**src/design/serial_config.svh**
```systemverilog
// timing and width constants for the serial port
// included by the package and by every RTL file that sizes a counter

`ifndef SERIAL_CONFIG_SVH
`define SERIAL_CONFIG_SVH

// data bits per frame
`define SERIAL_DATA_BITS 8

// transmit shift length: idle lead bit, start, data and stop
`define SERIAL_FRAME_BITS 11

// cycles the start bit must stay low before it is accepted
`define SERIAL_STABLE_COUNT 8

// largest baud period in clock cycles, sizes the phase counters
`define SERIAL_BAUD_PERIOD_MAX 64

// depth of the rxd synchronizer
`define SERIAL_SYNC_STAGES 3

`endif

```
**src/design/serial_pkg.sv**
```systemverilog
// shared types of the serial port
// the host command and status words, and the transmit frame layout

`include "serial_config.svh"

package serial_pkg;

    // ========================================================================
    // data
    // ========================================================================

    typedef logic [`SERIAL_DATA_BITS-1:0] serial_byte_t;

    // lead_bit sits in bit 0 and leaves the line first
    typedef struct packed {
        logic         stop_bit;
        serial_byte_t data;
        logic         start_bit;
        logic         lead_bit;
    } tx_frame_t;

    // ========================================================================
    // host side
    // ========================================================================

    typedef struct packed {
        logic         start_tx;
        logic         start_rx;
        logic         rx_enable;
        serial_byte_t tx_data;
    } host_cmd_t;

    typedef struct packed {
        logic         ti;
        logic         ri;
        serial_byte_t rx_data;
    } host_status_t;

endpackage

```
**src/design/serial_ctrl.sv**
```systemverilog
// port controller: decides whether the port sends or receives
// registers the baud tick and keeps the ti/ri flags for the host

module serial_ctrl (
    input  logic                  clk,
    input  logic                  reset_n,
    input  serial_pkg::host_cmd_t cmd,
    input  logic                  timer_trigger,
    input  logic                  tx_done,
    input  logic                  rx_done,
    output logic                  baud_tick,
    output logic                  tx_go,
    output logic                  rx_go,
    output logic                  ti,
    output logic                  ri
);

    typedef enum logic [1:0] {
        ST_IDLE,
        ST_TX,
        ST_RX
    } port_state_t;

    port_state_t state;

    // one tick per bit time, one cycle behind the timer
    always_ff @(posedge clk or negedge reset_n) begin
        if (!reset_n) begin
            baud_tick <= 1'b0;
        end else begin
            baud_tick <= timer_trigger;
        end
    end

    // ========================================================================
    // mode FSM
    // ========================================================================

    always_ff @(posedge clk or negedge reset_n) begin
        if (!reset_n) begin
            state <= ST_IDLE;
            tx_go <= 1'b0;
            rx_go <= 1'b0;
        end else begin
            case (state)
                ST_IDLE: begin
                    // receive wins while enabled, start_tx is ignored then
                    if (cmd.rx_enable) begin
                        if (cmd.start_rx) begin
                            state <= ST_RX;
                            rx_go <= 1'b1;
                        end
                    end else if (cmd.start_tx) begin
                        state <= ST_TX;
                        tx_go <= 1'b1;
                    end
                end
                ST_TX: begin
                    if (tx_done) begin
                        state <= ST_IDLE;
                        tx_go <= 1'b0;
                    end
                end
                ST_RX: begin
                    // dropping rx_enable abandons the armed receiver
                    if (rx_done || !cmd.rx_enable) begin
                        state <= ST_IDLE;
                        rx_go <= 1'b0;
                    end
                end
                default: begin
                    state <= ST_IDLE;
                    tx_go <= 1'b0;
                    rx_go <= 1'b0;
                end
            endcase
        end
    end

    // host flags, a set beats a clear in the same cycle
    always_ff @(posedge clk or negedge reset_n) begin
        if (!reset_n) begin
            ti <= 1'b0;
            ri <= 1'b0;
        end else begin
            if (tx_done) begin
                ti <= 1'b1;
            end else if (cmd.start_tx) begin
                ti <= 1'b0;
            end
            if (rx_done) begin
                ri <= 1'b1;
            end else if (cmd.start_rx) begin
                ri <= 1'b0;
            end
        end
    end

    // half duplex
    a_one_side: assert property (@(posedge clk) disable iff (!reset_n)
        !(tx_go && rx_go))
        else $error("tx_go and rx_go high together");

endmodule

```
**src/design/serial_tx.sv**
```systemverilog
// transmit side of the serial port
// shifts one frame out on txd, one bit per baud tick, while tx_go is held

`include "serial_config.svh"

module serial_tx (
    input  logic                     clk,
    input  logic                     reset_n,
    input  logic                     tx_go,
    input  logic                     baud_tick,
    input  serial_pkg::serial_byte_t tx_data,
    output logic                     tx_done,
    output logic                     txd
);

    import serial_pkg::*;

    localparam int CNT_W = $clog2(`SERIAL_FRAME_BITS + 1);

    tx_frame_t        load_frame;
    tx_frame_t        shifter;
    logic             armed;
    logic [CNT_W-1:0] shift_cnt;

    assign load_frame = '{stop_bit: 1'b1, data: tx_data, start_bit: 1'b0, lead_bit: 1'b1};

    // ========================================================================
    // frame shifter
    // ========================================================================

    always_ff @(posedge clk or negedge reset_n) begin
        if (!reset_n) begin
            shifter   <= '1;
            armed     <= 1'b0;
            shift_cnt <= '0;
        end else if (!tx_go) begin
            shifter   <= load_frame;
            armed     <= 1'b0;
            shift_cnt <= '0;
        end else if (!armed) begin
            // first tick only lines up with the bit grid
            shifter <= load_frame;
            if (baud_tick) begin
                armed <= 1'b1;
            end
        end else if (baud_tick && !tx_done) begin
            // ones fill in from the top, so the line idles high afterwards
            shifter   <= tx_frame_t'({1'b1, shifter[`SERIAL_FRAME_BITS-1:1]});
            shift_cnt <= shift_cnt + 1'b1;
        end
    end

    // high from the cycle the last shift shows until tx_go drops
    assign tx_done = tx_go && (shift_cnt == CNT_W'(`SERIAL_FRAME_BITS));

    assign txd = shifter.lead_bit;

    // line stays idle whenever no frame is running
    a_idle_line: assert property (@(posedge clk) disable iff (!reset_n)
        !tx_go |-> txd)
        else $error("txd low while tx_go is low");

endmodule

```
**src/design/serial_rx.sv**
```systemverilog
// receive side of the serial port
// filters the start bit, locks onto its phase against the baud tick and
// samples eight data bits plus the stop slot before raising rx_done

`include "serial_config.svh"

module serial_rx (
    input  logic                     clk,
    input  logic                     reset_n,
    input  logic                     rx_go,
    input  logic                     baud_tick,
    input  logic                     rxd,
    output logic                     rx_done,
    output serial_pkg::serial_byte_t rx_data
);

    localparam int SYNC_MSB = `SERIAL_SYNC_STAGES - 1;
    localparam int PHASE_W  = $clog2(`SERIAL_BAUD_PERIOD_MAX);
    localparam int STABLE_W = $clog2(`SERIAL_STABLE_COUNT + 1);
    localparam int BIT_W    = $clog2(`SERIAL_DATA_BITS + 1);

    typedef enum logic [2:0] {
        RX_WAIT_EDGE,
        RX_START_CHECK,
        RX_DATA,
        RX_STOP,
        RX_DONE
    } rx_state_t;

    rx_state_t           state;
    logic [SYNC_MSB:0]   rxd_sync;
    logic                rxd_s;
    logic                rxd_fall;
    logic [STABLE_W-1:0] stable_cnt;
    logic [PHASE_W-1:0]  phase_cnt;
    logic [PHASE_W-1:0]  phase_save;
    logic [BIT_W-1:0]    bit_cnt;
    logic                sample;

    // ========================================================================
    // line synchronizer and phase counter
    // ========================================================================

    always_ff @(posedge clk or negedge reset_n) begin
        if (!reset_n) begin
            rxd_sync  <= '1;
            phase_cnt <= '0;
        end else begin
            rxd_sync <= {rxd_sync[SYNC_MSB-1:0], rxd};
            // position inside the current bit time
            if (baud_tick) begin
                phase_cnt <= '0;
            end else begin
                phase_cnt <= phase_cnt + 1'b1;
            end
        end
    end

    assign rxd_s    = rxd_sync[SYNC_MSB];
    assign rxd_fall = rxd_sync[SYNC_MSB] & ~rxd_sync[SYNC_MSB-1];
    assign sample   = (phase_cnt == phase_save);

    // ========================================================================
    // sequencer
    // ========================================================================

    always_ff @(posedge clk or negedge reset_n) begin
        if (!reset_n) begin
            state      <= RX_WAIT_EDGE;
            stable_cnt <= '0;
            phase_save <= '0;
            bit_cnt    <= '0;
        end else if (!rx_go) begin
            state      <= RX_WAIT_EDGE;
            stable_cnt <= '0;
            bit_cnt    <= '0;
        end else begin
            case (state)
                RX_WAIT_EDGE: begin
                    stable_cnt <= '0;
                    bit_cnt    <= '0;
                    if (rxd_fall) begin
                        state <= RX_START_CHECK;
                    end
                end
                RX_START_CHECK: begin
                    // short low pulse is a glitch, not a start bit
                    if (rxd_s) begin
                        state <= RX_WAIT_EDGE;
                    end else if (stable_cnt == STABLE_W'(`SERIAL_STABLE_COUNT)) begin
                        phase_save <= phase_cnt;
                        state      <= RX_DATA;
                    end else begin
                        stable_cnt <= stable_cnt + 1'b1;
                    end
                end
                RX_DATA: begin
                    if (sample) begin
                        bit_cnt <= bit_cnt + 1'b1;
                        if (bit_cnt == BIT_W'(`SERIAL_DATA_BITS - 1)) begin
                            state <= RX_STOP;
                        end
                    end
                end
                RX_STOP: begin
                    // stop slot is waited out but its value is not checked
                    if (sample) begin
                        state <= RX_DONE;
                    end
                end
                RX_DONE: begin
                    // held here until rx_go falls
                    state <= RX_DONE;
                end
                default: begin
                    state <= RX_WAIT_EDGE;
                end
            endcase
        end
    end

    assign rx_done = rx_go && (state == RX_DONE);

    // first bit in ends up in bit 0
    always_ff @(posedge clk) begin
        if (rx_go && state == RX_DATA && sample) begin
            rx_data <= {rxd_s, rx_data[`SERIAL_DATA_BITS-1:1]};
        end
    end

    a_bit_range: assert property (@(posedge clk) disable iff (!reset_n)
        bit_cnt <= BIT_W'(`SERIAL_DATA_BITS))
        else $error("bit counter past the data bits");

endmodule

```
**src/design/serial_port.sv**
```systemverilog
// top level of the serial port
// the host drives cmd and reads status; txd and rxd go to the line

module serial_port (
    input  logic                     clk,
    input  logic                     reset_n,
    input  serial_pkg::host_cmd_t    cmd,
    input  logic                     timer_trigger,
    input  logic                     rxd,
    output serial_pkg::host_status_t status,
    output logic                     txd
);

    import serial_pkg::*;

    logic         baud_tick;
    logic         tx_go;
    logic         rx_go;
    logic         tx_done;
    logic         rx_done;
    logic         ti;
    logic         ri;
    serial_byte_t rx_data;

    serial_ctrl serial_ctrl_inst (
        .clk           (clk),
        .reset_n       (reset_n),
        .cmd           (cmd),
        .timer_trigger (timer_trigger),
        .tx_done       (tx_done),
        .rx_done       (rx_done),
        .baud_tick     (baud_tick),
        .tx_go         (tx_go),
        .rx_go         (rx_go),
        .ti            (ti),
        .ri            (ri)
    );

    serial_tx serial_tx_inst (
        .clk       (clk),
        .reset_n   (reset_n),
        .tx_go     (tx_go),
        .baud_tick (baud_tick),
        .tx_data   (cmd.tx_data),
        .tx_done   (tx_done),
        .txd       (txd)
    );

    serial_rx serial_rx_inst (
        .clk       (clk),
        .reset_n   (reset_n),
        .rx_go     (rx_go),
        .baud_tick (baud_tick),
        .rxd       (rxd),
        .rx_done   (rx_done),
        .rx_data   (rx_data)
    );

    assign status = '{ti: ti, ri: ri, rx_data: rx_data};

endmodule

```
**config.mk**
```make
export PLATFORM = sky130hd
export DESIGN_NAME = serial_port
export DESIGN_NICKNAME = d
export VERILOG_FILES = /design/src/design/serial_pkg.sv /design/src/design/serial_ctrl.sv /design/src/design/serial_tx.sv /design/src/design/serial_rx.sv /design/src/design/serial_port.sv
export VERILOG_INCLUDE_DIRS = /design/src /design/src/design
export SDC_FILE = /design/constraint.sdc
export NUM_CORES = 1
export LEC_CHECK = 0
export ABC_CLOCK_PERIOD_IN_PS = 2200
export BUFFER_PORTS_ARGS = -buffer_cell sky130_fd_sc_hd__buf_2
export CAP_MARGIN = 20
export CORE_ASPECT_RATIO = 2
export CORE_MARGIN = 5
export CORE_UTILIZATION = 40
export CTS_CLUSTER_SIZE = 16
export DETAILED_ROUTE_END_ITERATION = 8
export GPL_TIMING_DRIVEN = 0
export PLACE_DENSITY = 0.56
export SYNTH_ARGS = -nofsm -noshare
export SYNTH_HDL_FRONTEND = slang
export SYNTH_SLANG_ARGS = --single-unit
```
**constraint.sdc**
```tcl
create_clock -name clk -period 2.2 [get_ports clk]
set_input_delay 0 -clock clk [delete_from_list [all_inputs] [get_ports clk]]
set_output_delay 0 -clock clk [all_outputs]
set_load 0.1 [all_outputs]
```
==> impl_results.md <==
* Status: finished, final reports clean
* Final critical-path required period at 1.96 ns
* Power, Total at 2.93 mW
* Slew HR at between 60% and 70%
* Initial Utilization at between 40 and 50%
* Top cell type's share of synthesized area at 34.5%
* Logic pwr share at 25.1%
* Die span in y at between 100 and 150 um
* Detailed-route vias per instance at 4.89
* Worst setup EP type: flop
* CTS tree: yes
* Site Rows at 41
* Reg-to-reg slack, setup at 0.24 ns
* Post-synth EDFFs at 8
* Clk_skew at just under 0.009 ns
* Synth Cell Area at about 2500 um^2
* Mapped Nets at around 250
* Leading cell type in the layout, fill and taps excluded: dfrtp_1
* CTS Buffer Depth at 2
* Mapped Cells at around 230
* I/O Pins at 26
* Largest area contributor in the netlist: dfrtp_1
* Post-CTS setup buffers at 0
* Max VDD drop at ~0.00084 V
* Clock power frac at approximately 27%
* Hold slack at around 0.0033 ns
* Setup WS pre-CTS at approximately 0.024 ns
* Largest net degree at the start of global routing at 49
* Final hold viol count at 0
* Vias in the first global route at 1,798
* Clock buffer count from CTS at 5
* Switching Power at roughly 930 uW
* Diodes inserted at 0
* Setup violators final at 0
* Hold crit path type: primary input to flop
* Gp weighted congestion at between 0.7 and 0.8
* Drt pass-1 iters at 4
* Finished Layout Cells at between 300 and 400
* Slew @ Worst Pin at between 0.5 and 0.6 ns
* Largest cells by area after synthesis: dfrtp_1 35%, dfstp_2 13%, edfxtp_1 9.5%, nor2_1 3.7%, xor2_1 3.5%
* Fin nets at about 290
* FF+latch count, synth at 56
* RSZ-0062 raised after global routing: no
* Root Buffer: clkbuf_16
* Leakage dissipation at 1.41 nW
* Seq/Total Area, Yosys at a little under three fifths
* # placed instances at roughly 340
* I/O Buffers at 25
* # DRC at 0
* CTS Sinks at 56
* Synthesis Warnings at 0
* Yosys cell types at 43
* Worst EP required at ~2.1 ns
* Most frequent cells in the layout: 35 x dfrtp_1, 28 x buf_2, 24 x nor2_1
* Seq pwr share at around 48%
* Slack of the critical path at between 0.2 and 0.25 ns
* Switching Fraction at approximately a third
* Final WL at 4.66 mm
* Ys async rst share at 85.7%
* P&R area growth vs syn at 19.4%
* Clock latency on the worst-skew pair at approximately 0.30 ns
* CORE AREA at 6260 um^2
* Via count at approximately 1,700
* H-tree levels at 2
* Max Freq at around 0.5 GHz
* Routed len/inst at about 13 um
* First-pass GRT wire length at about 8.0 mm
* Top FF cell, synth: dfrtp_1
* Crit share post-route at 89.0%
* Max_cap viols at 0
* DP Wirelength at 3.34 mm
* Worst Path Arrival at 1.90 ns
* Startpoint types: flop
* Die width at about 66 um
* Layout cells sized above 1 at around a quarter
* Global Route Usage Sum at about an eighth
* CTS clk-pin slew, worst paths at about 0.070 ns
* Initial drt markers at 39
* CP Class: flop to flop
* Setup TNS at 0 ns
* Final Max Tran Viols at 0
* Pint at approximately 2 mW
* Peak fanout along the critical path at 10
* Total grt overflow at 0
* Antenna violations before repair at 0
* Die area at ~8000 um^2
* Avg Cell Area, Syn at 11.2 um^2
* Power per standard cell area at just under 1000 nW/um^2
* Remaining antenna violation count at 0
## path summary, 6_finish.rpt
path / end / startpoint / depth (start not counted)
max: serial_rx_inst.rx_data[0] / serial_rx_inst.phase_cnt[3] / 4
min: serial_tx_inst.shifter[7] / cmd[5] / 3
max reg2reg: serial_rx_inst.rx_data[0] / serial_rx_inst.phase_cnt[3] / 4
min reg2reg: serial_rx_inst.rxd_sync[2] / serial_rx_inst.rxd_sync[1] / 0
max in group asynchronous: serial_tx_inst.shifter[9] / reset_n / 3
min in group asynchronous: serial_rx_inst.stable_cnt[3] / reset_n / 2
## final cells by class
cell class	count	area, um^2
clock inverters	3	22.5
repair buffers	35	235
fillers	630	3230
well taps	86	108
flip-flops and latches	56	1460
inverters	7	26.3
plain buffers	8	41.3
multi-input cells	156	1010
clock buffers	5	125
## synthesized netlist by cell type, drive strengths merged (3+ instances only)
library cell   n
inv            7
and3           4
o21ai         17
buf            5
edfxtp         8
mux2i          8
nand2         14
clkbuf         3
xor2          10
dfrtp         35
nand3         15
xnor2          4
mux2           7
and2           5
nor2b          4
ha             5
nand4          3
nor2          25
a21oi         12
dfstp         13
## cell families (layout without fill, tap and decap cells)
| kind of cell | after synthesis | count (layout) | share of synthesized area, % |
|---|---|---|---|
| and+or+nand+nor | 85 | 85 | 17.7 |
| muxes | 15 | 15 | 6.41 |
| DFF | 56 | 56 | 57.4 |
| buffers and inverters | 15 | 58 | 2.66 |
| xor gates and xnor gates | 14 | 14 | 4.83 |
| AOI/OAI and AO/OA | 37 | 37 | 8.53 |
| adders and majority gates | 5 | 5 | 2.47 |
## flip-flops by register name, summed over array words and instances (netlist names), 3 cells and up
register and count:
serial_tx_inst.shifter 9, serial_rx_inst.rx_data 8, serial_rx_inst.phase_cnt 6, serial_rx_inst.phase_save 6
serial_rx_inst.bit_cnt 4, serial_rx_inst.stable_cnt 4, serial_tx_inst.shift_cnt 4, serial_rx_inst.rxd_sync 3
serial_rx_inst.state 3
## power groups by stage
stage	Combinational (mW)	Sequential (mW)	Clock (mW)
CTS	0.745	1.40	0.833
global placement	0.719	1.41	0
detailed placement	0.732	1.41	0
floorplan	0.524	1.43	0
finish	0.735	1.40	0.801
global route	0.846	1.42	0.870
## through the flow
| stage | instance area [um^2] | util [%] |
|---|---|---|
| 3_5_place_dp | 2770 | 44.3 |
| 3_3_place_gp | 2770 | 44.3 |
| 4_1_cts | 3010 | 48.1 |
| 5_1_grt | 3030 | 48.4 |
| 6_report | 3030 | 48.4 |
| 2_1_floorplan | 2540 | - |
## repair_timing
action	CTS	global route
endpoints found under the setup margin	0	10
endpoints found under the hold margin	44	0
resized for setup	0	1
hold buffers	9	0
## routing by layer
layer	track usage [%]	vias to the layer above	part of all wire (%)
met5	0	-	0
met4	6.11	0	2.2
met3	3.30	5	3.0
met2	24.1	22	56
met1	13.0	844	38
li1	-	870	-
## worst max-delay path, cell delays in order (launching register included)
cell and delay (ns):
dfrtp_1 0.44, xor2_1 0.21, nor4_4 0.37, nand2_1 0.18
nor2_2 0.40
Note: power is estimated with default switching activity, not from simulation.
